--- src/gat_aggr_defines.svh ---
// GAT aggregation parameters
`ifndef GAT_AGGR_DEFINES_SVH
`define GAT_AGGR_DEFINES_SVH

// ======================================================================
// Array shape
// ======================================================================
`define GAT_NUM_FEATURE_OUT 4
`define GAT_MAX_NODES 8

// ======================================================================
// Data widths
// ======================================================================
// Signed integer Wh element
`define GAT_WH_WIDTH 12
// Unsigned coefficient, 15 fractional bits
`define GAT_ALPHA_WIDTH 16
`define GAT_FEAT_WIDTH 32
// One extra bit for the sign of the running sum
`define GAT_ACC_WIDTH (`GAT_FEAT_WIDTH + 1)

// Depths
`define GAT_WH_DEPTH 64
`define GAT_FEAT_DEPTH 64
`define GAT_ALPHA_FIFO_DEPTH 16

`endif

--- src/gat_aggr_pkg.sv ---
// GAT aggregation types
`include "gat_aggr_defines.svh"

package gat_aggr_pkg;

  // Scalar values
  typedef logic signed [`GAT_WH_WIDTH-1:0] wh_val_t;
  typedef logic [`GAT_ALPHA_WIDTH-1:0] alpha_t;
  typedef logic [$clog2(`GAT_MAX_NODES + 1)-1:0] node_cnt_t;
  typedef logic [$clog2(`GAT_WH_DEPTH)-1:0] wh_addr_t;
  typedef logic [$clog2(`GAT_FEAT_DEPTH)-1:0] feat_addr_t;
  typedef logic [`GAT_FEAT_WIDTH-1:0] feat_val_t;
  typedef logic signed [`GAT_ACC_WIDTH-1:0] acc_t;

  // One Wh memory word, src_flag marks the first neighbor
  typedef struct packed {
    wh_val_t [`GAT_NUM_FEATURE_OUT-1:0] wh;
    node_cnt_t                          num_node;
    logic                               src_flag;
  } wh_entry_t;

  typedef struct packed {
    logic valid;
    logic first;
    logic last;
  } lane_ctrl_t;

  typedef struct packed {
    logic      valid;
    feat_val_t value;
  } lane_result_t;

  typedef enum logic {
    IDLE,
    RUN
  } fetch_state_t;

endpackage

--- src/alpha_fifo.sv ---
// Attention coefficient FIFO
`timescale 1ns/1ns
`include "gat_aggr_defines.svh"

module alpha_fifo (
  input  logic                  clk,
  input  logic                  rst_n,
  input  logic                  push,
  input  gat_aggr_pkg::alpha_t  push_data,
  input  logic                  pop,
  output gat_aggr_pkg::alpha_t  head,
  output logic                  empty,
  output logic                  full
);

  localparam int DEPTH = `GAT_ALPHA_FIFO_DEPTH;
  localparam int PTR_W = $clog2(DEPTH);

  gat_aggr_pkg::alpha_t mem [DEPTH];
  logic [PTR_W-1:0]     wr_ptr;
  logic [PTR_W-1:0]     rd_ptr;
  logic [PTR_W:0]       count;
  logic                 do_push;
  logic                 do_pop;

  assign do_push = push && !full;
  assign do_pop  = pop && !empty;
  assign empty   = (count == '0);
  assign full    = (count == (PTR_W + 1)'(DEPTH));
  // Show-ahead head
  assign head    = mem[rd_ptr];

  always_ff @(posedge clk or negedge rst_n) begin
    if (!rst_n) begin
      wr_ptr <= '0;
      rd_ptr <= '0;
      count  <= '0;
    end else begin
      if (do_push) wr_ptr <= wr_ptr + 1'b1;
      if (do_pop) rd_ptr <= rd_ptr + 1'b1;
      count <= count + (PTR_W + 1)'(do_push) - (PTR_W + 1)'(do_pop);
    end
  end

  always_ff @(posedge clk) begin
    if (do_push) mem[wr_ptr] <= push_data;
  end

  a_no_push_full : assert property (@(posedge clk) disable iff (!rst_n) push |-> !full);
  a_no_pop_empty : assert property (@(posedge clk) disable iff (!rst_n) pop |-> !empty);

endmodule

--- config.mk ---
export PLATFORM = sky130hd
export DESIGN_NAME = alpha_fifo
export DESIGN_NICKNAME = d
export VERILOG_FILES = /design/src/gat_aggr_pkg.sv /design/src/alpha_fifo.sv
export VERILOG_INCLUDE_DIRS = /design/src /design/src/src
export SDC_FILE = /design/constraint.sdc
export NUM_CORES = 1
export LEC_CHECK = 0
export ABC_AREA = 1
export BUFFER_PORTS_ARGS = -buffer_cell sky130_fd_sc_hd__buf_4
export CAP_MARGIN = 20
export CORE_MARGIN = 5
export CORE_UTILIZATION = 30
export DETAILED_ROUTE_END_ITERATION = 12
export GPL_TIMING_DRIVEN = 0
export PLACE_DENSITY = 0.44
export REMOVE_ABC_BUFFERS = 1
export SYNTH_ARGS = -nofsm -noshare
export SYNTH_HDL_FRONTEND = slang
export SYNTH_SLANG_ARGS = --single-unit
--- constraint.sdc ---
create_clock -name clk -period 7 [get_ports clk]
set_input_delay 1.4 -clock clk [delete_from_list [all_inputs] [get_ports clk]]
set_output_delay 1.4 -clock clk [all_outputs]
set_load 0.01 [all_outputs]
# Word-level counts from Yosys, hierarchy flattened

Memories as Yosys holds them, arrays and structs flattened.
Cells that the tools add are included.

Register bits: 13
Bits in writable memories: 256
Logic and storage cells: 16
Memories kept: 1

Add/subtract/negate cells: 4
Equal/unequal tests: 1
Muxes and demuxes: 2
Reductions and logical operators: 5

Memories:

| name | words | width | rd ports | clocked after memory_dff | write ports | line             | source |
|---|---|---|---|---|---|---|---|
| mem  | 16    | 16    | 1        | 0                        | 1           | alpha_fifo.sv:19 | `gat_aggr_pkg::alpha_t mem [DEPTH];` |

Operator list:

| cell                | number |
|---|---|
| $add 4x1->4 const B | 2 |
| $add 5x1->5         | 1 |
| $eq 5x5->1 const B  | 1 |
| $logic_not 5->1     | 1 |
| $sub 5x1->5         | 1 |
| $logic_and 1x1->1   | 2 |
| $logic_not 1->1     | 2 |
| $mux 1              | 2 |

# Logic depth before layout (Yosys ltp)

Depth in word-level cells: 5
Gate-level depth with buffers: 12

# Least setup slack after synthesis

Ideal clock, no wire load.

Kind: input to register
From: in pop
To: reg count[4]
Arrival time: 2.794 ns
Data required time: 6.874 ns
Setup slack: 4.080 ns
Stages: 9
Path through: nand2_1 -> inv_1 -> ha_1 -> inv_1 -> ha_1 -> fa_1 -> nand3_1 -> nand2_1 -> xor2_1

Word-level cells in the longest chain between the ends: 2

RTL lines:

| what                 | line             | source |
|---|---|---|
| start, declared      | alpha_fifo.sv:10 | `input logic pop,` |
| $logic_and 1x1->1    | alpha_fifo.sv:27 | `assign do_pop = pop && !empty;` |
| via do_pop           | alpha_fifo.sv:24 | `logic do_pop;` |
| $sub 5x1->5          | alpha_fifo.sv:41 | `count <= count + (PTR_W + 1)'(do_push) - (PTR_W + 1)'(do_pop);` |
| end signal, assigned | alpha_fifo.sv:41 |  |
| end, declared        | alpha_fifo.sv:22 | `logic [PTR_W:0] count;` |

The timed path passes the listed nets, and every way through them passes these cells.
A chain may end at the register's enable or synchronous reset.

# Worst setup path in the final report

From: reg rd_ptr[0]
To: out head[2]

Word-level cells in the longest chain between the ends: 1

RTL lines:

| what                   | line             | source |
|---|---|---|
| start, declared        | alpha_fifo.sv:21 | `logic [PTR_W-1:0] rd_ptr;` |
| start signal, assigned | alpha_fifo.sv:40 | `if (do_pop) rd_ptr <= rd_ptr + 1'b1;` |
| $mem_v2 16x16          | --               |  |
| end, declared          | alpha_fifo.sv:11 | `output gat_aggr_pkg::alpha_t head,` |

Every way passes these cells.

==> out/metrics.yaml <==
status: "finished, final reports clean"
boundaryPins: 38
setup_ws_ns: 2.48
grt_max_degree: 64
finalSetupViolations: 0
cts_tree: "built"
grt_pass1_wl_um: 43200
numCtsBuffers: 30
antenna_left: 0
grtUsageTotal: 0.134
tns_ns: 0
cts_hold_buf: 0
skew_ns: 0.00891
dp_slack_ns: 2.98
period_minus_slack_ns: 4.52
max-slew-margin-rel: 0.295
synth_warnings: 0
crit_type: "flip-flop to primary output"
portBuffers: 37
cellPowerDensity_nw_per_um2: 399
netlist_top_cells_area: "edfxtp_1 (67%), nand2_1 (14%), nand3_1 (4.3%)"
dpl.hpwl_um: 15700
wl_um: 28300
synth_top_area_share: 0.666
p_total_mw: 5.37
place_inst: 1614
layoutNonFillerInstCount: 1669
synth_area_um2: 11500
die_area_um2: 42500
worst_slew_pin_slew_ns: 1.06
cts_resized: 0
leakagePower_nw: 5.46
antennaDiodeCount: 0
insertion_delay_ns: 0.55
syn_area_per_cell_um2: 10.5
path_clk_slew_ns: 0.06
route.detailed.drc: 0
slowest_delay_ns: 0.72
cts_setup_buffers: 0
syn_inst: 1098
path_delay_family: "buffers and inverters"
hp-class: "flip-flop to flip-flop"
cp_num_buf_inv: 4
num-nets-final: 1167
async_reset_ff_frac: 0.0483
place_congestion: 0.693
holdWs_ns: 0.510
die_w_um: 206
grt_pass1_vias: 6964
final_layout_size_suffix_gt1_frac: 0.0941
peakVddDrop_mv: 0.197
rsz0062_at_grt: "no"
syn2layout_area_growth_pct: 16.7
fp-row-count: 71
wl_per_cell_um: 16.9
clock_path_buffers: 3
arrival_ns: 3.12
end_kind: "primary output"
drtIter0Drc: 359
ys_types: 21
cp_max_fo: 63
fmax_ghz: 0.221
cp_slowest_cell: "dfrtp_4"
die_y_um: 206
hold_viol_final: 0
synth-edff-count: 256
ys.flop_type: "edfxtp_1"
antenna_found_initial: 1
clock-sinks: 269
seq_area_frac_synth: 0.694
drt-pass1-iter-count: 4
drv_cap: 0
grt-ovfl-total: 0
crit_top_cell: "nand2_1"
ctsRootBufferMaster: "clkbuf_16"
path_cells: "buf_16 > inv_4 > buf_16 > nand2_1 > nand3_1 > nand2_1 > nor2_1 > nand2_1 > nand2_1 > buf_4"
vias: 7180
cp_data_required_time_ns: 5.60
core_area_um2: 37800
maxSlewViolCount: 0
ys_ff_latch: 269
start_kind: "flip-flop"
yosysTopAreaCell: "edfxtp_1"
h-tree-depth: 1
viasPerCell: 4.30
start_util: 0.305
min_period_over_period: 0.646
==> cells by family (layout without fill, tap and decap cells) <==
family | after synthesis | count (layout) | share of synthesized area
buffers and inverters | 164 | 224 | 0.0631
AOI/OAI and AO/OA | 7 | 7 | 0.00303
xor gates and xnor gates | 10 | 10 | 0.00759
and+or+nand+nor | 636 | 636 | 0.219
DFF | 269 | 269 | 0.694
adders and majority gates | 12 | 12 | 0.0137
==> per-layer routing <==
layer,vias up,part of all wire,GRT usage
li1,3626,-,-
met1,3425,0.47,0.186
met2,98,0.48,0.228
met3,29,0.038,0.0202
met4,2,0.012,0.0235
met5,-,0.00060,0
==> through the flow <==
stage | instance area [um2] | utilization
finish | 13500 | 0.356
global route | 13500 | 0.356
CTS | 13500 | 0.356
detailed placement | 12600 | 0.332
global placement | 12200 | 0.322
floorplan | 11300 | -
==> cell usage after synthesis, types with 5 or more instances <==
cell type and count:
nor2_1 113, ha_1 11, nand2_1 421, clkbuf_1 6, o21ai_0 5, dfrtp_1 13, buf_4 14, nand3_1 99
inv_1 114, xor2_1 7, buf_2 22, edfxtp_1 256
==> final timing paths <==
kind                                            start                     to  slack [ns]  cells past startpoint
max in group asynchronous                       rst_n  rd_ptr[0]$_DFFE_PN0P_        6.11                      1
worst min-delay path               count[0]$_DFF_PN0_     count[0]$_DFF_PN0_        0.51                      1
worst max-delay path            rd_ptr[0]$_DFFE_PN0P_                head[2]        2.48                     10
worst max register to register     count[2]$_DFF_PN0_   mem[6][12]$_DFFE_PP_        4.42                      8
worst min register to register     count[0]$_DFF_PN0_     count[0]$_DFF_PN0_        0.51                      1
min in group asynchronous                       rst_n  wr_ptr[0]$_DFFE_PN0P_        0.70                      1
==> cells in the final DEF, fill, tap and decap left out <==
cell type,netlist,layout
edfxtp_1,256,256
buf_8,0,6
xnor2_1,3,3
nand4_1,2,2
inv_2,2,3
dfrtp_2,0,1
bufinv_16,0,1
buf_12,0,2
nor2_4,1,7
clkbuf_16,0,31
nand2_1,421,421
clkbuf_1,6,11
clkinv_1,0,10
nor2_1,113,97
inv_4,1,1
nor2_2,0,10
buf_4,14,37
inv_1,114,113
buf_16,0,7
ha_1,11,11
dfrtp_1,13,11
o21ai_0,5,5
nand3_1,99,99
fa_1,1,1
xor2_1,7,7
a21oi_1,2,2
dfrtp_4,0,1
clkinv_2,0,2
==> state kept, by name, summed over array words and instances (netlist names) <==
| name | cells |
|---|---|
| mem | 256 |
| rd_ptr | 4 |
| count | 5 |
| wr_ptr | 4 |
==> area by class of cell <==
cell class | count | area, um2
Clock inverter | 13 | 77.6
Timing Repair Buffer | 52 | 601
Sequential cell | 269 | 8020
Tap cell | 511 | 639
Multi-Input combinational cell | 665 | 2870
Fill cell | 3834 | 24400
Inverter | 117 | 442
Clock buffer | 42 | 817
==> power by group <==
| part | internal [mW] | total, mW | switching [mW] |
|---|---|---|---|
| combinational | 0.632 | 1.84 | 1.21 |
| clock | 0.841 | 1.45 | 0.607 |
| sequential | 1.94 | 2.09 | 0.146 |
Power figures use the tool's default switching activity.
