[src/gat_aggr_defines.svh]
// GAT aggregation parameters
`ifndef GAT_AGGR_DEFINES_SVH
`define GAT_AGGR_DEFINES_SVH

// ======================================================================
// Array shape
// ======================================================================
`define GAT_NUM_FEATURE_OUT 4
`define GAT_MAX_NODES 8

// ======================================================================
// Data widths
// ======================================================================
// Signed integer Wh element
`define GAT_WH_WIDTH 12
// Unsigned coefficient, 15 fractional bits
`define GAT_ALPHA_WIDTH 16
`define GAT_FEAT_WIDTH 32
// One extra bit for the sign of the running sum
`define GAT_ACC_WIDTH (`GAT_FEAT_WIDTH + 1)

// Depths
`define GAT_WH_DEPTH 64
`define GAT_FEAT_DEPTH 64
`define GAT_ALPHA_FIFO_DEPTH 16

`endif

[src/gat_aggr_pkg.sv]
// GAT aggregation types
`include "gat_aggr_defines.svh"

package gat_aggr_pkg;

  // Scalar values
  typedef logic signed [`GAT_WH_WIDTH-1:0] wh_val_t;
  typedef logic [`GAT_ALPHA_WIDTH-1:0] alpha_t;
  typedef logic [$clog2(`GAT_MAX_NODES + 1)-1:0] node_cnt_t;
  typedef logic [$clog2(`GAT_WH_DEPTH)-1:0] wh_addr_t;
  typedef logic [$clog2(`GAT_FEAT_DEPTH)-1:0] feat_addr_t;
  typedef logic [`GAT_FEAT_WIDTH-1:0] feat_val_t;
  typedef logic signed [`GAT_ACC_WIDTH-1:0] acc_t;

  // One Wh memory word, src_flag marks the first neighbor
  typedef struct packed {
    wh_val_t [`GAT_NUM_FEATURE_OUT-1:0] wh;
    node_cnt_t                          num_node;
    logic                               src_flag;
  } wh_entry_t;

  typedef struct packed {
    logic valid;
    logic first;
    logic last;
  } lane_ctrl_t;

  typedef struct packed {
    logic      valid;
    feat_val_t value;
  } lane_result_t;

  typedef enum logic {
    IDLE,
    RUN
  } fetch_state_t;

endpackage

[src/feature_lane.sv]
// Single feature multiply-accumulate lane
`timescale 1ns/1ns
`include "gat_aggr_defines.svh"

module feature_lane (
  input  logic                       clk,
  input  logic                       rst_n,
  input  gat_aggr_pkg::lane_ctrl_t   ctrl,
  input  gat_aggr_pkg::alpha_t       alpha,
  input  gat_aggr_pkg::wh_val_t      wh,
  output gat_aggr_pkg::lane_result_t result
);

  gat_aggr_pkg::lane_ctrl_t ctrl_q;
  gat_aggr_pkg::acc_t       prod_q;
  gat_aggr_pkg::acc_t       acc_q;
  gat_aggr_pkg::acc_t       acc_next;
  gat_aggr_pkg::feat_val_t  relu_val;
  gat_aggr_pkg::feat_val_t  res_value;
  logic                     res_valid;

  // Stage 2 sum, first neighbor restarts it
  assign acc_next = ctrl_q.first ? prod_q : acc_q + prod_q;
  assign relu_val = acc_next[`GAT_ACC_WIDTH-1] ? '0 : acc_next[`GAT_FEAT_WIDTH-1:0];

  always_ff @(posedge clk or negedge rst_n) begin
    if (!rst_n) begin
      ctrl_q    <= '0;
      res_valid <= 1'b0;
    end else begin
      ctrl_q    <= ctrl;
      res_valid <= ctrl_q.valid && ctrl_q.last;
    end
  end

  always_ff @(posedge clk) begin
    // Stage 1, Wh integer times Q1.15 alpha
    prod_q <= gat_aggr_pkg::acc_t'(wh) * gat_aggr_pkg::acc_t'($signed({1'b0, alpha}));
    if (ctrl_q.valid) acc_q <= acc_next;
    if (ctrl_q.valid && ctrl_q.last) res_value <= relu_val;
  end

  assign result.valid = res_valid;
  assign result.value = res_value;

endmodule

[config.mk]
export PLATFORM = sky130hd
export DESIGN_NAME = feature_lane
export DESIGN_NICKNAME = d
export VERILOG_FILES = /design/src/gat_aggr_pkg.sv /design/src/feature_lane.sv
export VERILOG_INCLUDE_DIRS = /design/src /design/src/src
export SDC_FILE = /design/constraint.sdc
export NUM_CORES = 1
export LEC_CHECK = 0
export BUFFER_PORTS_ARGS = -buffer_cell sky130_fd_sc_hd__buf_2
export CELL_PAD_IN_SITES_DETAIL_PLACEMENT = 2
export CELL_PAD_IN_SITES_GLOBAL_PLACEMENT = 2
export CORE_MARGIN = 2
export CORE_UTILIZATION = 40
export CTS_CLUSTER_SIZE = 16
export DETAILED_ROUTE_END_ITERATION = 10
export PLACE_DENSITY = 0.83
export SLEW_MARGIN = 10
export SYNTH_ARGS = -nofsm -noshare
export SYNTH_HDL_FRONTEND = slang
export SYNTH_SLANG_ARGS = --single-unit
export TNS_END_PERCENT = 50
[constraint.sdc]
create_clock -name clk -period 3.4 [get_ports clk]
set_input_delay 0.17 -clock clk [delete_from_list [all_inputs] [get_ports clk]]
set_output_delay 0.17 -clock clk [all_outputs]
set_load 0.02 [all_outputs]
== Yosys cells after proc, flatten, opt, wreduce, memory -nomap -nowiden ==
Cells that the tools add are included.

* Flip-flop bits (word level): 98
* Bits in latches: 0
* Bits in writable memories: 0
* Bits in read-only memories: 0
* Input port bits: 33
* Output and inout bits: 33
* Word-level logic and storage cells: 11
* Memories: 0

* Add/sub/neg operators: 1
* $mul: 1
* Div/mod/pow operators: 0
* Magnitude comparators: 0
* Equal/unequal tests: 0
* Shift-type cells: 0
* Muxes and demuxes: 1
* Bitwise gates (word level): 0
* Reductions and logical operators: 1

{| class="wikitable"
|+ Operator list
! operator !! count
|-
| 33-bit by 29-bit adder with 33-bit output || 1
|-
| 33-bit two-way mux || 1
|-
| 12-bit by 17-bit multiplier with 29-bit output || 1
|-
| 1-bit logical AND || 1
|}

== Depth between registers and ports, before layout ==
* Depth in word-level cells: 2
* Depth in mapped cells: 22
* Gate-level depth less buffers: 21

== Worst setup path after synthesis ==
Ideal clock, no wire load.

* Kind: input port to flip-flop
* Start point: input wh[0]
* End point: register prod_q[20]
* Setup time: 72 ps
* Data arrival time: 4,880 ps
* Data required time: 3,328 ps
* Setup slack: -1,552 ps
* Stages on the path: 22
* Buffers on the path: 1
* Cell sequence: clkbuf_1 -> nand2_1 -> fa_1 -> inv_1 -> ha_1 -> inv_1 -> fa_1 -> inv_1 -> ha_1 -> inv_1 -> fa_1 -> inv_1 -> ha_1 -> a21o_1 -> a21oi_1 -> o21ai_0 -> o311ai_1 -> a211oi_1 -> o41ai_1 -> o21bai_1 -> a21oi_1 -> xnor2_1

* Word-level cells in the longest chain between the ends: 1

{| class="wikitable"
|+ RTL lines
! element !! line !! source
|-
| start, declared || feature_lane.sv:10 || <nowiki>input gat_aggr_pkg::wh_val_t wh,</nowiki>
|-
| 12-bit by 17-bit multiplier with 29-bit output || feature_lane.sv:38 || <nowiki>prod_q <= gat_aggr_pkg::acc_t'(wh) * gat_aggr_pkg::acc_t'($signed({1'b0, alpha}));</nowiki>
|-
| end signal, assigned || feature_lane.sv:38 ||
|-
| end, declared || feature_lane.sv:15 || <nowiki>gat_aggr_pkg::acc_t prod_q;</nowiki>
|}

No other way between the ends.
A chain may end at the register's enable or synchronous reset.

== Final worst setup path ==
* Start point: input alpha[12]
* End point: register prod_q[20]

* Word-level cells in the longest chain between the ends: 1

{| class="wikitable"
|+ RTL lines
! element !! line !! source
|-
| start, declared || feature_lane.sv:9 || <nowiki>input gat_aggr_pkg::alpha_t alpha,</nowiki>
|-
| 12-bit by 17-bit multiplier with 29-bit output || feature_lane.sv:38 ||
|}

No other way between the ends.

==> metrics.txt <==
R2R setup slack -300 ps; I/O Pins 66; starting density of the core 40.84%; sequential share of the synthesized area 23.08%; most frequent cells in the layout inv_1 (176), nand2_1 (139), buf_4 (135); Synth top area share 24.92%; worst hold slack 153.0 ps; port buffer count 65; min cycle time layout 5175 ps; gpl congestion 0.8454; die span in x 172.9 µm; crit-path max FO 6; core outline area 27,930 µm²; area grow syn2layout 35.26%; Fill cells 2,895; max_slew headroom 53.75%; Post-DP HPWL 33,090 µm; Routed WL 63,120 µm; Worst-Margin Slew 693.7 ps; dominant cells by area after synthesis fa_1 (25%), edfxtp_1 (17%), ha_1 (13%), inv_1 (7.4%), nand2_1 (5.6%); number of synthesized register bits 98; worst r2r src acc_q[13]; Yosys top cell by area fa_1; synth unique cells 67; CTS tree done; Final ANT Viol Nets 0; yosys warns 0; setup slack after layout -1775 ps; Clk Latency, worst-skew pair 370 ps; largest net degree at the start of global routing 44; final hold vios 0; EDFF count, synth 65; Crit. End Element register; per-cell routed wire length 34.47 µm; Peak Freq 193.2 MHz; worst hold-check path type in2async; Syn Area/Cell 9.297 µm²; final critical-path share of the clock period 152.2%; clk root buf clkbuf_16; # DRC 0; Die H 172.9 µm; Cell Rows 61; via count 11,084; full die area 29,880 µm²; register area 2634 µm²; clk slew on worst S/H paths 80 ps; Synth Instances 1,227; first-pass GRT wire length 78,940 µm; cells on worst reg2reg path 13; placed cell areas 13,270 µm²; CTS sink cnt 98; Max Root-Sink Buffers 2; area of the multi-input gates 8899 µm²; nets@finish 1,739; WP data required 3660 ps; Place WS -1924 ps; Crit Path Class in2reg; TritonCTS Buffers 9; Critical Path AT 5430 ps; commonest non-fill, non-tap cell in the layout inv_1; RSZ-0062 raised after global routing yes; H-Tree Depth 3; DRT iter0 DRCs 838; design area 15,430 µm²; Final Max Tran Viols 0; Max Cap Viol 0; GRT overflow 0; skew final 13.05 ps; syn nets 1,518; status finished, violations left; asr flop ratio synth 4.082%; vias per inst 6.054; Inserted Diodes 0; CP startpoint kind input port; drt first pass iters 6; vias in the first global route 12,419; failing checks setup timing; GR Util All Layers 35.26%; RR Endpoint res_value[23]; Main synth FF type edfxtp_1; synthesized area 11,410 µm²; Final Setup Violations 56; Final TNS setup -33,550 ps; initial antenna violation count 0; layout cells sized above 1 35.31%
per-layer routing:
layer | GRT usage [%] | routed length (µm) | share of wire [%]
met5 | 0 | 0 | 0
met1 | 36.15 | 21700 | 34
met3 | 5.145 | 3375 | 5.3
met2 | 67.57 | 32560 | 52
met4 | 20.69 | 5489 | 8.7
layout make-up:
class                   count  share of cell area (%)
repair buffers            253                   14.62
flip-flops and latches     98                   17.07
inverters                 228                   5.620
clock buffers               9                   1.460
clock inverters             7                  0.4946
multi-input cells         858                   57.67
well taps                 378                   3.065
state kept, by name, indices dropped and copies added (netlist names):
register,flops
ctrl_q,3
prod_q,29
res_valid,1
acc_q,33
res_value,32
metrics by stage:
| step | util, % | instances |
|---|---|---|
| floorplan | - | 1227 |
| global placement | 47.51 | 1759 |
| detailed placement | 47.51 | 1759 |
| CTS | 52.21 | 1810 |
| global route | 55.24 | 1831 |
| finish | 55.24 | 1831 |
cell usage after synthesis (2+ instances only):
| library cell | instances |
|---|---|
| a31oi_1 | 5 |
| clkinv_1 | 2 |
| buf_6 | 3 |
| ha_1 | 116 |
| o21a_1 | 8 |
| a211o_1 | 6 |
| dfrtp_1 | 4 |
| a21o_1 | 22 |
| fa_1 | 142 |
| nand2b_1 | 15 |
| nand3_1 | 12 |
| a21oi_1 | 47 |
| a211oi_1 | 9 |
| mux2i_1 | 4 |
| o21ai_0 | 42 |
| and4_1 | 2 |
| and3_1 | 29 |
| o211ai_1 | 6 |
| nor2b_1 | 11 |
| nand4_1 | 8 |
| xor2_1 | 15 |
| and2_1 | 58 |
| inv_1 | 226 |
| xnor2_1 | 27 |
| clkbuf_1 | 41 |
| o21bai_1 | 7 |
| nor3_1 | 12 |
| nand2_1 | 169 |
| o311ai_1 | 2 |
| a21boi_0 | 3 |
| o31ai_1 | 5 |
| dfxtp_1 | 29 |
| nor2_1 | 41 |
| edfxtp_1 | 65 |
| o21ai_1 | 2 |
worst max-delay path: stages:
cell and delay, ps:
buf_4 130, buf_6 130, nand2_1 110, fa_1 550, fa_2 460, fa_1 640, inv_1 120, fa_1 600
inv_1 80, fa_1 510, inv_1 100, ha_4 320, nand4_1 300, a211oi_4 350, buf_6 170, o41ai_4 70
o21bai_1 230, a21oi_2 100, xnor2_1 270
worst max-delay path by stage:
stage,startpoint,end,slack (ps),cells after the start
2_1_floorplan,alpha[7],prod_q[25],-1180,19
3_3_place_gp,wh[3],prod_q[23],-1630,19
5_1_grt,alpha[12],prod_q[20],-1840,19
6_report,alpha[12],prod_q[20],-1770,19
3_5_place_dp,wh[3],prod_q[25],-1920,20
4_1_cts,wh[8],prod_q[25],-1300,20
cell families after synthesis:
logic type / count (synthesis) / share of synthesized area [%]
xor+xnor: 43 / 3.422
flops: 98 / 23.08
buf+inv: 273 / 9.214
fa+ha+maj: 258 / 37.64
mux: 4 / 0.3510
compound gates: 184 / 10.60
simple gates: 367 / 15.70
what timing repair did:
action / 4_1_cts / 5_1_grt
setup buffers: 42 / 24
pin swaps: 76 / 105
gates cloned: 1 / 4
endpoints found under the hold margin: 7 / 0
setup endpoints to repair: 53 / 59
hold buffers: 4 / 0
resized for setup: 188 / 187
Power is not shown: default switching activity piles up to over one toggle a cycle in this logic, so the estimate is an artifact.
