**src/gat_aggr_defines.svh**
```systemverilog
// GAT aggregation parameters
`ifndef GAT_AGGR_DEFINES_SVH
`define GAT_AGGR_DEFINES_SVH

// ======================================================================
// Array shape
// ======================================================================
`define GAT_NUM_FEATURE_OUT 4
`define GAT_MAX_NODES 8

// ======================================================================
// Data widths
// ======================================================================
// Signed integer Wh element
`define GAT_WH_WIDTH 12
// Unsigned coefficient, 15 fractional bits
`define GAT_ALPHA_WIDTH 16
`define GAT_FEAT_WIDTH 32
// One extra bit for the sign of the running sum
`define GAT_ACC_WIDTH (`GAT_FEAT_WIDTH + 1)

// Depths
`define GAT_WH_DEPTH 64
`define GAT_FEAT_DEPTH 64
`define GAT_ALPHA_FIFO_DEPTH 16

`endif

```
**src/gat_aggr_pkg.sv**
```systemverilog
// GAT aggregation types
`include "gat_aggr_defines.svh"

package gat_aggr_pkg;

  // Scalar values
  typedef logic signed [`GAT_WH_WIDTH-1:0] wh_val_t;
  typedef logic [`GAT_ALPHA_WIDTH-1:0] alpha_t;
  typedef logic [$clog2(`GAT_MAX_NODES + 1)-1:0] node_cnt_t;
  typedef logic [$clog2(`GAT_WH_DEPTH)-1:0] wh_addr_t;
  typedef logic [$clog2(`GAT_FEAT_DEPTH)-1:0] feat_addr_t;
  typedef logic [`GAT_FEAT_WIDTH-1:0] feat_val_t;
  typedef logic signed [`GAT_ACC_WIDTH-1:0] acc_t;

  // One Wh memory word, src_flag marks the first neighbor
  typedef struct packed {
    wh_val_t [`GAT_NUM_FEATURE_OUT-1:0] wh;
    node_cnt_t                          num_node;
    logic                               src_flag;
  } wh_entry_t;

  typedef struct packed {
    logic valid;
    logic first;
    logic last;
  } lane_ctrl_t;

  typedef struct packed {
    logic      valid;
    feat_val_t value;
  } lane_result_t;

  typedef enum logic {
    IDLE,
    RUN
  } fetch_state_t;

endpackage

```
**src/wh_store.sv**
```systemverilog
// Wh feature memory
`timescale 1ns/1ns
`include "gat_aggr_defines.svh"

module wh_store (
  input  logic                     clk,
  input  logic                     rst_n,
  input  logic                     wr_en,
  input  gat_aggr_pkg::wh_addr_t   wr_addr,
  input  gat_aggr_pkg::wh_entry_t  wr_data,
  input  gat_aggr_pkg::wh_addr_t   rd_addr,
  output gat_aggr_pkg::wh_entry_t  rd_data
);

  gat_aggr_pkg::wh_entry_t mem [`GAT_WH_DEPTH];

  // Port A, loader writes
  always_ff @(posedge clk) begin
    if (wr_en) mem[wr_addr] <= wr_data;
  end

  // Port B, registered read
  always_ff @(posedge clk or negedge rst_n) begin
    if (!rst_n) begin
      rd_data <= '0;
    end else begin
      rd_data <= mem[rd_addr];
    end
  end

endmodule

```
**config.mk**
```make
export PLATFORM = sky130hd
export DESIGN_NAME = wh_store
export DESIGN_NICKNAME = d
export VERILOG_FILES = /design/src/gat_aggr_pkg.sv /design/src/wh_store.sv
export VERILOG_INCLUDE_DIRS = /design/src /design/src/src
export SDC_FILE = /design/constraint.sdc
export NUM_CORES = 2
export LEC_CHECK = 0
export BUFFER_PORTS_ARGS = -buffer_cell sky130_fd_sc_hd__clkbuf_2
export CAP_MARGIN = 20
export CORE_MARGIN = 3
export CORE_UTILIZATION = 45
export CTS_CLUSTER_DIAMETER = 200
export DETAILED_ROUTE_END_ITERATION = 10
export PLACE_DENSITY = 0.65
export SLEW_MARGIN = 30
export SYNTH_ARGS = -nofsm -noshare
export SYNTH_HDL_FRONTEND = slang
export SYNTH_SLANG_ARGS = --single-unit
```
**constraint.sdc**
```tcl
create_clock -name clk -period 2.2 [get_ports clk]
set_input_delay 0.11 -clock clk [delete_from_list [all_inputs] [get_ports clk]]
set_output_delay 0.11 -clock clk [all_outputs]
set_load 0.005 [all_outputs]
```
# Word level (Yosys, flattened, before mapping)
# Memory sizes are Yosys's and may differ from the RTL's. A register that Yosys moved wholly into a read port is not among the register bits.
# Cells that the tools add are included.
# W data, S select, Z words.
# op_classes
mux	2
reduce_logical	1
# op_table
cell	count
$mux W1	2
$logic_not A1 Y1	1
# totals
output_inout_bits	53
wordCells	4
in_bits	68
memories	1
ramBits	3392
reg_bits	0
# mem_list
name	words	word_bits	rd	rd_clocked_by_memory_dff	wr	line	rtl
mem	64	53	1	1	1	wh_store.sv:15	gat_aggr_pkg::wh_entry_t mem [`GAT_WH_DEPTH];

# Depth between registers and ports, before layout
# depth
word_depth	2
ltp_mapped	9
mapped_depth_nobuf	5

# Least setup slack after synthesis
# No wires, ideal clock.
# synth_timing
path_type	input to register
start	input wr_addr[5]
end	memory mem[48][0] in the netlist's numbering, enable pin
required_time_ns	1.671
cell_stages	4
arrival_time_ns	4.394
setup_time_ns	0.529
slack_ns	-2.723
path_cell_list	clkbuf_1 > nand3_1 > or3_1 > nor3_1
# synth_lines
element	line	rtl
from (decl)	wh_store.sv:9	input gat_aggr_pkg::wh_addr_t wr_addr,
to (decl)	wh_store.sv:15	
# Straight into the memory's write port.

# Worst setup path after layout
# layout_timing
start	input wr_addr[2]
end	memory mem[3][4] in the netlist's numbering, enable pin
# Straight into the memory's write port.

==> metrics.txt <==
# TYPE chip_impl_metric gauge
chip_impl_metric{name="cts_resized",unit=""} 0
chip_impl_metric{name="worst_margin_pin_slew",unit="ns"} 0.830
chip_impl_info{name="run_status",value="finished, final reports clean"} 1
chip_impl_metric{name="maxCapViolations",unit=""} 0
chip_impl_metric{name="timing.final.max_slew_violations",unit=""} 0
chip_impl_metric{name="die_x",unit="um"} 543
chip_impl_metric{name="drc",unit=""} 0
chip_impl_metric{name="grt_pass1_vias",unit=""} 65802
chip_impl_metric{name="number_of_instances_in_the_synthesized_netlist",unit=""} 5521
chip_impl_metric{name="ys_seq_area_share",unit="%"} 79.6
chip_impl_metric{name="ctsHtreeMaxLevel",unit=""} 5
chip_impl_info{name="grt_setup_unrepaired",value="false"} 1
chip_impl_metric{name="io_buffer_count",unit=""} 120
chip_impl_metric{name="synth_xor_area_share",unit="%"} 0
chip_impl_metric{name="fin_worst_skew",unit="ns"} 0.0395
chip_impl_metric{name="fmaxAchievable",unit="MHz"} 473
chip_impl_metric{name="post_route_insts_no_fill",unit=""} 10514
chip_impl_metric{name="worst_ir_drop_vdd",unit="mV"} 0.760
chip_impl_metric{name="netlist_area",unit="um^2"} 130000
chip_impl_metric{name="routed_wirelength",unit="mm"} 366
chip_impl_metric{name="grt_max_degree",unit=""} 65
chip_impl_metric{name="synth-compound-area-share",unit="%"} 2.72
chip_impl_metric{name="cts_buffers",unit=""} 336
chip_impl_metric{name="wire_per_inst",unit="um"} 34.8
chip_impl_info{name="buffer_cell_driving_the_clock_tree_root",value="sky130_fd_sc_hd__clkbuf_16"} 1
chip_impl_metric{name="grt.overflow.total",unit=""} 0
chip_impl_info{name="cp-end-kind",value="register"} 1
chip_impl_metric{name="globalplace.congestion",unit=""} 0.830
chip_impl_metric{name="worst_slew_margin_rel",unit="%"} 44.2
chip_impl_info{name="cts_tree",value="built"} 1
chip_impl_metric{name="grt_pass1_wl",unit="mm"} 512
chip_impl_metric{name="clkLatencyLatePin",unit="ns"} 0.88
chip_impl_metric{name="number_of_antenna_violations_at_the_first_check_in_global_routing",unit=""} 15
chip_impl_metric{name="synth_simple_gate_area_share",unit="%"} 1.01
chip_impl_metric{name="grt_util_all_layers",unit="%"} 24.7
chip_impl_metric{name="post-dp-hpwl",unit="mm"} 227
chip_impl_metric{name="utilization",unit="%"} 53.9
chip_impl_info{name="type_of_the_most_critical_hold_path",value="in2reg"} 1
chip_impl_metric{name="placementRows",unit=""} 196
chip_impl_metric{name="place.detailed.instances",unit=""} 9848
chip_impl_metric{name="layout.nets",unit=""} 6554
chip_impl_metric{name="drt_first_pass_iters",unit=""} 5
chip_impl_metric{name="yosys.cell_types.count",unit=""} 37
chip_impl_metric{name="synth.mux.area_fraction",unit="%"} 15.4
chip_impl_info{name="timing.critical_path.from_type",value="input port"} 1
chip_impl_metric{name="synth_adder_area_share",unit="%"} 0
chip_impl_metric{name="synth-seq-cells",unit=""} 3445
chip_impl_metric{name="worstPathMaxFanout",unit=""} 17
chip_impl_metric{name="synthArstFlopShare",unit="%"} 1.54
chip_impl_metric{name="arrival_time_worst_endpoint",unit="ns"} 2.66
chip_impl_metric{name="synth-warning-count",unit=""} 0
chip_impl_info{name="yosys_most_used_dff",value="sky130_fd_sc_hd__edfxtp_1"} 1
chip_impl_metric{name="drt_iter0_markers",unit=""} 9504
chip_impl_metric{name="post_synth.cell_area_avg",unit="um^2"} 23.5
chip_impl_metric{name="floorplan.die.height",unit="um"} 543
chip_impl_metric{name="clk_pin_slew_worst_paths",unit="ns"} 0.06
chip_impl_metric{name="final-setup-viol-count",unit=""} 0
chip_impl_metric{name="initial_core_util",unit="%"} 45.4
chip_impl_metric{name="post-route-period-util",unit="%"} 96.0
chip_impl_metric{name="synthesis.nets",unit=""} 5589
chip_impl_metric{name="area_delta_synth_final",unit="%"} 18.8
chip_impl_metric{name="power_density",unit="nW/um^2"} 881
chip_impl_metric{name="tritoncts_num_sinks",unit=""} 3445
chip_impl_metric{name="power_leakage",unit="uW"} 0.0492
chip_impl_metric{name="floorplan.core_area",unit="um^2"} 286000
chip_impl_metric{name="time_the_final_worst_path_needs_with_i_o_delays_and_setup",unit="ns"} 2.11
chip_impl_metric{name="drt-vias-per-instance",unit=""} 6.25
chip_impl_metric{name="die_area",unit="um^2"} 295000
chip_impl_metric{name="final.setup.tns",unit="ns"} 0
chip_impl_metric{name="worstPathRequired",unit="ns"} 2.74
chip_impl_metric{name="design.portCount",unit=""} 121
chip_impl_metric{name="number_of_buffers_between_clock_root_and_the_deepest_sink",unit=""} 4
chip_impl_metric{name="finalHoldViolCount",unit=""} 0
chip_impl_metric{name="synth-edff-count",unit=""} 3392
chip_impl_info{name="synth_top_family_by_area",value="multiplexers"} 1
chip_impl_metric{name="vias",unit=""} 65764
chip_impl_metric{name="drive_gt1_share",unit="%"} 33.7
chip_impl_info{name="worstSetupPathType",value="in2reg"} 1
chip_impl_metric{name="antenna_left",unit=""} 0
[routing by layer]
layer,up-vias,wire [um],global-route usage [%]
li1,25833,-,-
met1,35281,137000,34.6
met2,4029,175000,39.3
met3,617,42200,5.69
met4,4,11500,6.90
met5,-,27,0
[final cells by class]
type | count | area [um^2]
fill | 21296 | 132000
sequential | 3445 | 103000
multi-input combinational | 1760 | 25400
timing repair buffer | 943 | 10300
clock buffer | 440 | 9090
tap | 3762 | 4710
clock inverter | 158 | 1350
antenna | 6 | 15.0
[what timing repair did]
item / 4_1_cts / 5_1_grt
hold buffers: 60 / 2
setup endpoints to repair: 0 / 0
hold endpoints to repair: 2384 / 128
setup buffers: 0 / 0
[final timing paths]
| check | start | end | slack (ns) | cells past startpoint |
|---|---|---|---|---|
| worst min register to register | mem[50][20] | rd_data[20] | 0.83 | 4 |
| min in group asynchronous | rst_n | rd_data[20] | 0.35 | 4 |
| worst min-delay path | wr_data[42] | mem[40][42] | 0.04 | 1 |
| worst max register to register | mem[9][12] | rd_data[12] | 0.15 | 6 |
| worst max-delay path | wr_addr[2] | mem[3][4] | 0.09 | 7 |
| max in group asynchronous | rst_n | rd_data[22] | 1.52 | 4 |
[cells by family after synthesis]
kind of cell | count (synthesis)
buffers and inverters | 316
AOI/OAI and AO/OA | 508
DFF | 3445
muxes | 988
and+or+nand+nor | 264
[sequential cells by signal, summed over array words and instances (netlist names)]
name and flops:
mem 3392, rd_data 53
[Yosys cell counts (10+ instances only)]
library cell | number | area share, %
sky130_fd_sc_hd__a22oi_1 | 35 | 0.20
sky130_fd_sc_hd__o221ai_1 | 67 | 0.45
sky130_fd_sc_hd__mux2i_1 | 136 | 1.0
sky130_fd_sc_hd__buf_2 | 88 | 0.34
sky130_fd_sc_hd__dfrtp_1 | 53 | 1.0
sky130_fd_sc_hd__and3_1 | 11 | 0.053
sky130_fd_sc_hd__a211oi_1 | 11 | 0.064
sky130_fd_sc_hd__nor4_1 | 42 | 0.20
sky130_fd_sc_hd__nand3_1 | 17 | 0.066
sky130_fd_sc_hd__a22o_1 | 20 | 0.14
sky130_fd_sc_hd__buf_6 | 16 | 0.14
sky130_fd_sc_hd__nand2b_1 | 14 | 0.068
sky130_fd_sc_hd__o21a_1 | 10 | 0.058
sky130_fd_sc_hd__buf_4 | 57 | 0.33
sky130_fd_sc_hd__mux2_2 | 46 | 0.40
sky130_fd_sc_hd__buf_1 | 17 | 0.049
sky130_fd_sc_hd__o21ai_0 | 10 | 0.039
sky130_fd_sc_hd__nor2_1 | 101 | 0.29
sky130_fd_sc_hd__mux4_2 | 806 | 14
sky130_fd_sc_hd__a21oi_1 | 81 | 0.31
sky130_fd_sc_hd__clkbuf_1 | 138 | 0.40
sky130_fd_sc_hd__a221oi_1 | 43 | 0.29
sky130_fd_sc_hd__nor2b_1 | 23 | 0.11
sky130_fd_sc_hd__o21ai_1 | 15 | 0.058
sky130_fd_sc_hd__nand2_1 | 29 | 0.084
sky130_fd_sc_hd__o22a_1 | 32 | 0.22
sky130_fd_sc_hd__o22ai_1 | 182 | 0.88
sky130_fd_sc_hd__edfxtp_1 | 3392 | 79
[metrics by stage]
step           total power [uW]  setup slack (ns)  hold slack, ns  cell area (um^2)
2_1_floorplan             77600            -0.304          -0.186            130000
3_3_place_gp              81400            -0.250           0.185            143000
3_5_place_dp              81500            -0.303           0.160            143000
4_1_cts                  136000             0.128         0.00102            154000
5_1_grt                  139000            0.0654          0.0220            154000
6_report                 136000            0.0873          0.0450            154000
[critical path: stages]
cell                            delay, ns
sky130_fd_sc_hd__dlygate4sd3_1       0.56
sky130_fd_sc_hd__clkbuf_2            0.23
sky130_fd_sc_hd__nor2b_1             0.23
sky130_fd_sc_hd__nand3_2             0.13
sky130_fd_sc_hd__dlygate4sd3_1       0.63
sky130_fd_sc_hd__nor2_4              0.44
sky130_fd_sc_hd__buf_12              0.27
[cell usage in the layout, fill, tap and decap left out, drive strengths merged, types with 29 or more instances in the layout]
master | Yosys | final
edfxtp | 3392 | 3392
mux4 | 806 | 806
buf | 178 | 771
clkbuf | 138 | 551
o22ai | 182 | 182
mux2i | 136 | 136
clkinv | 0 | 122
nor2 | 101 | 101
a21oi | 81 | 81
o221ai | 67 | 67
dlygate4sd3 | 0 | 61
dfrtp | 53 | 53
mux2 | 46 | 46
a221oi | 43 | 43
nor4 | 42 | 42
a22oi | 35 | 35
o22a | 32 | 32
nand2 | 29 | 29
[power breakdown]
part / internal (uW) / leakage, uW / switching, uW / total (uW)
Clock: 31500 / 0.00510 / 24000 / 55500
Sequential: 72700 / 0.0311 / 320 / 73000
Combinational: 3080 / 0.0130 / 4180 / 7260
Total: 107000 / 0.0492 / 28500 / 136000
Note: power is estimated with default switching activity, not from simulation.
