### src/gat_aggr_defines.svh
// GAT aggregation parameters
`ifndef GAT_AGGR_DEFINES_SVH
`define GAT_AGGR_DEFINES_SVH

// ======================================================================
// Array shape
// ======================================================================
`define GAT_NUM_FEATURE_OUT 4
`define GAT_MAX_NODES 8

// ======================================================================
// Data widths
// ======================================================================
// Signed integer Wh element
`define GAT_WH_WIDTH 12
// Unsigned coefficient, 15 fractional bits
`define GAT_ALPHA_WIDTH 16
`define GAT_FEAT_WIDTH 32
// One extra bit for the sign of the running sum
`define GAT_ACC_WIDTH (`GAT_FEAT_WIDTH + 1)

// Depths
`define GAT_WH_DEPTH 64
`define GAT_FEAT_DEPTH 64
`define GAT_ALPHA_FIFO_DEPTH 16

`endif

### src/gat_aggr_pkg.sv
// GAT aggregation types
`include "gat_aggr_defines.svh"

package gat_aggr_pkg;

  // Scalar values
  typedef logic signed [`GAT_WH_WIDTH-1:0] wh_val_t;
  typedef logic [`GAT_ALPHA_WIDTH-1:0] alpha_t;
  typedef logic [$clog2(`GAT_MAX_NODES + 1)-1:0] node_cnt_t;
  typedef logic [$clog2(`GAT_WH_DEPTH)-1:0] wh_addr_t;
  typedef logic [$clog2(`GAT_FEAT_DEPTH)-1:0] feat_addr_t;
  typedef logic [`GAT_FEAT_WIDTH-1:0] feat_val_t;
  typedef logic signed [`GAT_ACC_WIDTH-1:0] acc_t;

  // One Wh memory word, src_flag marks the first neighbor
  typedef struct packed {
    wh_val_t [`GAT_NUM_FEATURE_OUT-1:0] wh;
    node_cnt_t                          num_node;
    logic                               src_flag;
  } wh_entry_t;

  typedef struct packed {
    logic valid;
    logic first;
    logic last;
  } lane_ctrl_t;

  typedef struct packed {
    logic      valid;
    feat_val_t value;
  } lane_result_t;

  typedef enum logic {
    IDLE,
    RUN
  } fetch_state_t;

endpackage

### src/neighbor_fetch.sv
// Neighbor fetch stage
`timescale 1ns/1ns

module neighbor_fetch (
  input  logic                     clk,
  input  logic                     rst_n,
  input  logic                     fifo_empty,
  input  gat_aggr_pkg::alpha_t     fifo_head,
  output logic                     fifo_pop,
  input  logic                     stall,
  output gat_aggr_pkg::wh_addr_t   wh_rd_addr,
  input  gat_aggr_pkg::wh_entry_t  wh_rd_data,
  output gat_aggr_pkg::lane_ctrl_t lane_ctrl,
  output gat_aggr_pkg::alpha_t     lane_alpha,
  output gat_aggr_pkg::wh_entry_t  lane_wh
);

  gat_aggr_pkg::fetch_state_t state;
  gat_aggr_pkg::fetch_state_t state_next;
  gat_aggr_pkg::wh_addr_t     rd_addr;
  gat_aggr_pkg::alpha_t       alpha_q;
  gat_aggr_pkg::node_cnt_t    remain;
  gat_aggr_pkg::node_cnt_t    cnt_now;
  logic                       valid_q;
  logic                       is_last;

  // ====================================================================
  // Pop side
  // ====================================================================
  assign fifo_pop   = !fifo_empty && !stall;
  assign wh_rd_addr = rd_addr;

  always_ff @(posedge clk or negedge rst_n) begin
    if (!rst_n) begin
      rd_addr <= '0;
      valid_q <= 1'b0;
    end else begin
      if (fifo_pop) rd_addr <= rd_addr + 1'b1;
      valid_q <= fifo_pop;
    end
  end

  // Alpha lines up with the registered Wh read
  always_ff @(posedge clk) begin
    if (fifo_pop) alpha_q <= fifo_head;
  end

  // ====================================================================
  // Output stage
  // ====================================================================
  // Count still owed, including the current neighbor
  assign cnt_now = wh_rd_data.src_flag ? wh_rd_data.num_node : remain;
  assign is_last = (cnt_now == gat_aggr_pkg::node_cnt_t'(1));

  assign lane_ctrl.valid = valid_q;
  assign lane_ctrl.first = valid_q && wh_rd_data.src_flag;
  assign lane_ctrl.last  = valid_q && is_last;
  assign lane_alpha      = alpha_q;
  assign lane_wh         = wh_rd_data;

  always_comb begin
    state_next = state;
    case (state)
      gat_aggr_pkg::IDLE: if (valid_q && !is_last) state_next = gat_aggr_pkg::RUN;
      gat_aggr_pkg::RUN:  if (valid_q && is_last) state_next = gat_aggr_pkg::IDLE;
      default:            state_next = gat_aggr_pkg::IDLE;
    endcase
  end

  always_ff @(posedge clk or negedge rst_n) begin
    if (!rst_n) begin
      state  <= gat_aggr_pkg::IDLE;
      remain <= '0;
    end else begin
      state <= state_next;
      if (valid_q) remain <= cnt_now - 1'b1;
    end
  end

  a_num_node_nonzero : assert property (@(posedge clk) disable iff (!rst_n)
    valid_q && wh_rd_data.src_flag |-> wh_rd_data.num_node != '0);

  // Subgraph boundaries in the Wh memory match the running count
  a_src_flag_boundary : assert property (@(posedge clk) disable iff (!rst_n)
    valid_q |-> wh_rd_data.src_flag == (state == gat_aggr_pkg::IDLE));

endmodule

### config.mk
export PLATFORM = sky130hd
export DESIGN_NAME = neighbor_fetch
export DESIGN_NICKNAME = d
export VERILOG_FILES = /design/src/gat_aggr_pkg.sv /design/src/neighbor_fetch.sv
export VERILOG_INCLUDE_DIRS = /design/src /design/src/src
export SDC_FILE = /design/constraint.sdc
export NUM_CORES = 1
export LEC_CHECK = 0
export ABC_AREA = 1
export BUFFER_PORTS_ARGS = -buffer_cell sky130_fd_sc_hd__buf_2
export CAP_MARGIN = 5
export CORE_UTILIZATION = 36
export DETAILED_ROUTE_END_ITERATION = 12
export PLACE_DENSITY = 0.93
export RECOVER_POWER = 25
export SLEW_MARGIN = 5
export SYNTH_ARGS = -nofsm -noshare
export SYNTH_HDL_FRONTEND = slang
export SYNTH_SLANG_ARGS = --single-unit
### constraint.sdc
create_clock -name clk -period 1.6 [get_ports clk]
set_clock_uncertainty 0.1 [all_clocks]
set_input_delay 0 -clock clk [delete_from_list [all_inputs] [get_ports clk]]
set_output_delay 0 -clock clk [all_outputs]
set_load 0.02 [all_outputs]
* Yosys cells after proc, flatten, opt, wreduce, memory -nomap -nowiden
Cells that the tools add are included.
** Storage, ports and cells
- Input port bits :: 73
- Latch bits :: 0
- Flip-flop bits (word level) :: 27
- Memories kept :: 0
- Bits in writable memories :: 0
- Word-level logic and storage cells :: 13
- Bits in read-only memories :: 0
** Operators by class
- Magnitude comparators :: 0
- Multipliers :: 0
- Reductions and logical operators :: 5
- Multiplexer cells :: 1
- Div/mod/pow operators :: 0
- Shift operators :: 0
- Equality and inequality tests :: 1
- Bitwise operators :: 0
- Add/subtract/negate cells :: 2
** Operators with widths (number)
- $add A6 B1 Y6 const B :: 1
- $eq A4 B1 Y1 const B :: 1
- $mux W4 :: 1
- $sub A4 B1 Y4 const B :: 1
- $logic_and A1 B1 Y1 :: 3
- $logic_not A1 Y1 :: 2

* Depth between registers and ports, before layout
Gate-level depths: netlist (run 1).
- Word-level depth :: 3
- Mapped depth :: 8
- Mapped depth without buffers :: 7

* Worst setup path before layout (run 1)
No wires, ideal clock.
- Path kind :: register to output
- Start point :: register remain[1]
- End point :: output lane_ctrl[0] (netlist name)
- Path slack :: 255 ps
- Arrival time :: 1245 ps
- Stages on the path, launching flop included :: 7
- Path through :: dfrtp_1 -> inv_1 -> nand2_1 -> nand2_1 -> ha_1 -> nand2_1 -> nor3_1
** RTL lines
- start: declaration :: RTL line neighbor_fetch.sv:22 : gat_aggr_pkg::node_cnt_t remain;
- start signal: assignment :: RTL line neighbor_fetch.sv:76 : if (valid_q) remain <= cnt_now - 1'b1;
- end: declaration :: RTL line neighbor_fetch.sv:13 : output gat_aggr_pkg::lane_ctrl_t lane_ctrl,

==> results of run 1 <==
[final cells by class]
| class | count | area (µm²) | share of cell area [%] |
|---|---|---|---|
| inverters | 14 | 66.3 | 3.06 |
| well taps | 50 | 62.6 | 2.88 |
| clock inverters | 1 | 7.51 | 0.346 |
| repair buffers | 124 | 953 | 43.9 |
| clock buffers | 3 | 41.3 | 1.90 |
| multi-input cells | 48 | 283 | 13.0 |
| flip-flops and latches | 27 | 756 | 34.8 |
[metrics by stage]
step / power (µW) / instances / hold WS [ns]
after floorplan: 1540 / 144 / -0.396
after global placement: 1540 / 195 / -0.219
after detailed placement: 1560 / 195 / -0.210
after CTS: 2180 / 266 / 0.0165
after global routing: 2280 / 267 / 0.0837
final: 2170 / 267 / 0.0342
[how the worst max path moves through the flow]
stage / from / end / cells after the start
2_1_floorplan: remain[1]$_DFFE_PN0P_ / lane_ctrl[0] / 6
3_3_place_gp: remain[1]$_DFFE_PN0P_ / lane_ctrl[0] / 7
3_5_place_dp: remain[1]$_DFFE_PN0P_ / lane_ctrl[0] / 7
4_1_cts: remain[1]$_DFFE_PN0P_ / lane_ctrl[0] / 7
5_1_grt: remain[0]$_DFFE_PN0P_ / lane_ctrl[0] / 8
6_report: remain[1]$_DFFE_PN0P_ / lane_ctrl[0] / 7
[sequential cells by signal, indices dropped and copies added (netlist names)]
register	flops
lane_alpha	16
remain	4
valid_q	1
wh_rd_addr	6
[timing repair]
action                                  in CTS  in global routing
gates resized for setup                      0                  1
buffers inserted                             0                  1
endpoints found under the hold margin       83                  0
hold buffers                                67                  0
endpoints found under the setup margin       0                  1
[cells by family after synthesis]
logic type,Yosys count
simple gates,35
compound gates,5
flops,27
xor+xnor,5
fa+ha+maj,3
buf+inv,69
[power by group through the flow]
stage          logic [µW]  registers, µW  clock network (µW)
2_1_floorplan         434           1110                   0
3_3_place_gp          554            981                   0
3_5_place_dp          569            993                   0
4_1_cts               789            978                 411
5_1_grt               855            993                 437
6_report              791            978                 397
[routing by layer]
metal / vias up / routed length [µm]
met4: 0 / 0
met1: 546 / 1110
met3: 0 / 220
li1: 548 / -
met5: - / 0
met2: 82 / 1860
[cell usage in the layout (no fill, tap or decap), types with 4 or more instances in the layout]
| cell type | Yosys | routed |
|---|---|---|
| buf_2 | 0 | 49 |
| inv_1 | 9 | 9 |
| edfxtp_1 | 16 | 16 |
| dfrtp_1 | 11 | 11 |
| clkbuf_1 | 0 | 6 |
| xor2_1 | 4 | 4 |
| nand2_1 | 24 | 23 |
| dlygate4sd3_1 | 0 | 67 |
[worst reg2reg max path, stage by stage, from the launching register on]
cell and delay, ns:
dfrtp_1 0.36, inv_1 0.04, nand2_1 0.07, nand2_2 0.08, ha_1 0.21, xor2_1 0.16, o21ai_1 0.13
==> flow_summary_export.csv, run 1 <==
group,metric,value,unit
yosys,synth-warning-count,0,
yosys,ys_seq_area_share,49.9,%
global_routing,globalRoute.totalOverflow,0,
yosys,synth-xor-area-share,2.89,%
global_routing,use_met3,2.05,%
clock_tree,clk_pin_slew,0.09,ns
global_routing,grt_max_degree,17,
yosys,synthTopCellsByCount,"55 x buf_4, 24 x nand2_1, 16 x edfxtp_1, 11 x dfrtp_1, 9 x inv_1",
timing,tns,0,ns
timing,rsz0062_at_grt,"false",
worst_setup_path,cp_common_cell,"nand2_1",
yosys,ys.flop_type,"edfxtp_1",
route,num_vias,1176,
clock_tree,htree_levels,1,
clock_tree,clock_path_buffers,2,
yosys,synth_fa_ha_area_share,2.48,%
worst_setup_path,cp_slowest_stage_delay,0.39,ns
timing,finalCritPeriodShare,90.8,%
route,wl_per_cell,12.0,µm
die,core,0.00403,mm²
yosys,syn_area_per_cell,10.5,µm²
yosys,async_flop_share,40.7,%
worst_setup_path,crit_family,"flip-flops",
job,max-cap-violations,0,
pwr,internal_power,1380,µW
worst_setup_path,rr_startpoint,"remain[1]$_DFFE_PN0P_",
die,dieWidth,66.9,µm
final_layout,post-route-cell-area,0.00217,mm²
die,rows,23,
hold_path,worstHoldStart,"wh_rd_data[1]",
die,die_h,66.9,µm
worst_setup_path,reg2reg_to,"remain[2]$_DFFE_PN0P_",
global_routing,grt_use_met1,15.1,%
route,vias_per_cell,4.40,
final_layout,syn_to_final_growth,43.2,%
hold_path,whs_endpoint,"remain[0]$_DFFE_PN0P_",
yosys,synthDominantCellAreaShare,31.7,%
timing,fmax,688,MHz
pwr,p_clk_share,18.3,%
pwr,p_leak,0.00101,µW
clock_tree,numCtsBuffers,3,
pwr,p_sw_share,36.2,%
clock_tree,cts_tree,"done",
yosys,synth_compound_area_share,1.65,%
worst_setup_path,crit_arrival,1.35,ns
pwr,pwr-share-comb,36.5,%
pwr,power_density,999,mW/mm²
yosys,ys_types,20,
pwr,switching_power,784,µW
global_routing,antenna_found_initial,0,
hold_path,hold_class,"input pin to flip-flop",
global_routing,grt_pass1_wl,4.41,mm
hold_path,hold_depth,6,
die,die-area,0.00447,mm²
worst_setup_path,crit_chain,"inv_1 -> nand2_1 -> nand2_2 -> ha_1 -> nand2_1 -> nor3_1 -> buf_2",
worst_setup_path,critPathRequiredTime,1.50,ns
yosys,synth_area_leaders,"edfxtp_1 32%, buf_4 27%, dfrtp_1 18%",
worst_setup_path,reg2reg_setup_slack,0.39,ns
timing,finalHoldViolCount,0,
worst_setup_path,worst_setup_path_end_kind,"output port",
yosys,synth_top_family_by_area,"buffers and inverters",
timing,setup_viol,0,
die,ios,152,
worst_setup_path,timing.critical_path.from_type,"flip-flop",
timing,fin_crit,1.45,ns
route,totalWireLength,3.20,mm
global_routing,grt_usage,13.2,%
yosys,syn_nets,220,
outcome,status,"finished clean",
yosys,synthMuxAreaShare,0,%
worst_setup_path,crit_fanout,4,
global_routing,grt_pass1_vias,1057,
global_routing,use_met2,24.5,%
clock_tree,clock_latency,0.27,ns
die,start_util,37.6,%
yosys,synthSimpleGateAreaFrac,11.5,%
global_routing,grt-busiest-layer,"met2",
pwr,vdd_drop_max,0.648,mV
yosys,synth_most_common_cell,"buf_4",
final_layout,fill_cells,347,
clock_tree,cts-root-buf,"clkbuf_8",
yosys,synthesis.area,0.00152,mm²
yosys,ys_ff_latch,27,
placement,dp_slack,0.373,ns
route,dr.pass1.iters,4,
final_layout,drive_gt1_share,29.5,%
yosys,synth_enable_flop_cells,16,
worst_setup_path,criticalPathCategory,"flip-flop to output port",
timing,slew_violations,0,
worst_setup_path,slowest_stage,"dfrtp_1",
yosys,synth_top_area_cell,"edfxtp_1",
placement,dp_hpwl,1.82,mm
placement,numPortBuffers,55,
final_layout,nets,294,
clock_tree,cts_sinks,27,
route,postRouteAntennaNets,0,
timing,fin_ws,0.147,ns
timing,slew_headroom,57.7,%
placement,gp_congestion,0.722,
route,drt_iter0_markers,18,
worst_setup_path,ff2ff_path_depth,6,
worst_setup_path,worst-path-buf-inv,2,
pwr,seq_power_share,45.1,%
final_layout,antenna-diode-count,0,
placement,place_area,0.00145,mm²
yosys,netlist_instances,144,
final_layout,utilization,53.9,%
route,route.detailed.drc,0,
timing,tightest_slew,0.634,ns
Note: power is estimated with default switching activity, not from simulation.
==> inputs of run 2 (changes only) <==
CORE_ASPECT_RATIO = 1.1   (was unset)
==> flow_summary_export.csv, run 2 (synthesis results as in run 1) <==
group,metric,value,unit
pwr,internal_power,1380,µW
pwr,vdd_drop_max,0.587,mV
timing,fmax,670,MHz
worst_setup_path,worst-path-buf-inv,2,
worst_setup_path,worst_setup_path_end_kind,"output port",
worst_setup_path,crit_family,"flip-flops",
global_routing,grt_max_degree,20,
hold_path,whs_endpoint,"remain[0]$_DFFE_PN0P_",
clock_tree,clock_latency,0.27,ns
route,wl_per_cell,12.1,µm
final_layout,antenna-diode-count,0,
timing,rsz0062_at_grt,"false",
worst_setup_path,reg2reg_to,"remain[2]$_DFFE_PN0P_",
timing,tns,0,ns
worst_setup_path,crit_arrival,1.39,ns
final_layout,largest_reg_flops,16,
pwr,seq_power_share,45.2,%
die,dieWidth,63.9,µm
die,core,0.00399,mm²
final_layout,nets,293,
route,vias_per_cell,4.32,
route,drt_iter0_markers,40,
timing,slew_headroom,56.9,%
global_routing,globalRoute.totalOverflow,0,
global_routing,grt_pass1_vias,1092,
worst_setup_path,cp_common_cell,"nand2_1",
pwr,pwr-share-comb,36.6,%
pwr,p_leak,0.00101,µW
pwr,power_density,999,mW/mm²
final_layout,fill_cells,335,
worst_setup_path,slowest_stage,"dfrtp_1",
worst_setup_path,timing.critical_path.from_type,"flip-flop",
clock_tree,clk_pin_slew,0.09,ns
die,die_h,70.0,µm
placement,numPortBuffers,55,
worst_setup_path,ff2ff_path_depth,6,
route,postRouteAntennaNets,0,
final_layout,final_common_cell,"dlygate4sd3_1",
worst_setup_path,crit_fanout,4,
clock_tree,cts_sinks,27,
route,totalWireLength,3.25,mm
hold_path,worstHoldStart,"wh_rd_data[1]",
worst_setup_path,crit_chain,"inv_1 -> nand2_1 -> nand2_2 -> ha_1 -> nand2_1 -> nor3_1 -> buf_2",
global_routing,antenna_found_initial,0,
clock_tree,htree_levels,1,
timing,tightest_slew,0.646,ns
timing,finalHoldViolCount,0,
clock_tree,clock_path_buffers,2,
placement,dp_hpwl,1.78,mm
worst_setup_path,critPathRequiredTime,1.50,ns
die,start_util,37.9,%
clock_tree,numCtsBuffers,3,
worst_setup_path,cp_slowest_stage_delay,0.39,ns
timing,slew_violations,0,
hold_path,hold_class,"input pin to flip-flop",
route,num_vias,1157,
pwr,p_sw_share,36.2,%
clock_tree,cts-root-buf,"clkbuf_8",
worst_setup_path,rr_startpoint,"remain[1]$_DFFE_PN0P_",
timing,finalCritPeriodShare,93.2,%
final_layout,syn_to_final_growth,42.9,%
timing,fin_crit,1.49,ns
global_routing,grt_pass1_wl,4.83,mm
die,die-area,0.00447,mm²
hold_path,hold_depth,6,
route,route.detailed.drc,0,
final_layout,drive_gt1_share,29.2,%
outcome,status,"finished clean",
pwr,switching_power,784,µW
global_routing,grt_usage,14.1,%
timing,setup_viol,0,
die,ios,152,
placement,gp_congestion,0.748,
route,dr.pass1.iters,4,
pwr,p_clk_share,18.1,%
worst_setup_path,criticalPathCategory,"flip-flop to output port",
job,max-cap-violations,0,
placement,dp_slack,0.373,ns
worst_setup_path,reg2reg_setup_slack,0.41,ns
final_layout,layout_common_cells,"67 x dlygate4sd3_1, 49 x buf_2, 23 x nand2_1, 16 x edfxtp_1, 11 x dfrtp_1",
clock_tree,cts_tree,"done",
timing,fin_ws,0.109,ns
die,rows,24,
[run 2: cell count changes in the layout (fill, tap and decap cells not counted)]
cell   previous run  this run
buf_4             2         1
[run 2: area by class of cell]
class | instances | area, µm² | share of cell area [%]
well taps | 52 | 65.1 | 3.01
multi-input cells | 48 | 283 | 13.1
flip-flops and latches | 27 | 756 | 34.9
repair buffers | 123 | 946 | 43.7
inverters | 14 | 66.3 | 3.06
clock buffers | 3 | 41.3 | 1.91
clock inverters | 1 | 7.51 | 0.347
[run 2: repair_timing]
action,4_1_cts,5_1_grt
hold endpoints to repair,78,0
setup endpoints to repair,0,1
resized for setup,0,1
buffers inserted,0,0
hold buffers,67,0
[run 2: per-stage QoR]
stage | util, % | std cells | hold slack, ns | power [µW] | cell area (µm²)
2_1_floorplan | - | 144 | -0.396 | 1540 | 1520
3_3_place_gp | 36.3 | 197 | -0.216 | 1530 | 1450
3_5_place_dp | 36.3 | 197 | -0.205 | 1560 | 1450
4_1_cts | 54.3 | 268 | 0.0187 | 2190 | 2170
5_1_grt | 54.2 | 268 | 0.0823 | 2300 | 2160
6_report | 54.2 | 268 | 0.0349 | 2160 | 2160
[run 2: routing by layer]
metal,global-route usage [%],vias to the layer above,share of wire [%]
met5,0,-,0
met3,3.10,6,7.2
met1,14.7,530,34
li1,-,545,-
met2,26.5,76,58
met4,5.81,0,1.1
[run 2: worst max-delay path by stage]
stage / start / end / slack [ns] / cells after the start
detailed placement: remain[1]$_DFFE_PN0P_ / lane_ctrl[0] / 0.37 / 7
global route: remain[1]$_DFFE_PN0P_ / lane_ctrl[0] / 0.009 / 7
floorplan: remain[1]$_DFFE_PN0P_ / lane_ctrl[0] / 0.26 / 6
finish: remain[1]$_DFFE_PN0P_ / lane_ctrl[0] / 0.11 / 7
CTS: remain[1]$_DFFE_PN0P_ / lane_ctrl[0] / 0.05 / 7
global placement: remain[1]$_DFFE_PN0P_ / lane_ctrl[0] / 0.41 / 7
[run 2: tightest hold or removal path, cell delays in order]
cell and delay (ns):
buf_2 0.08, inv_1 0.03, nand2_1 0.06, nand2_2 0.08
nand2_1 0.06, o21ai_1 0.05
[run 2: power by group through the flow]
stage / clock network (µW) / registers (µW) / logic (µW)
CTS: 415 / 979 / 791
floorplan: 0 / 1110 / 434
finish: 392 / 979 / 793
global placement: 0 / 980 / 552
detailed placement: 0 / 994 / 570
global route: 440 / 996 / 863
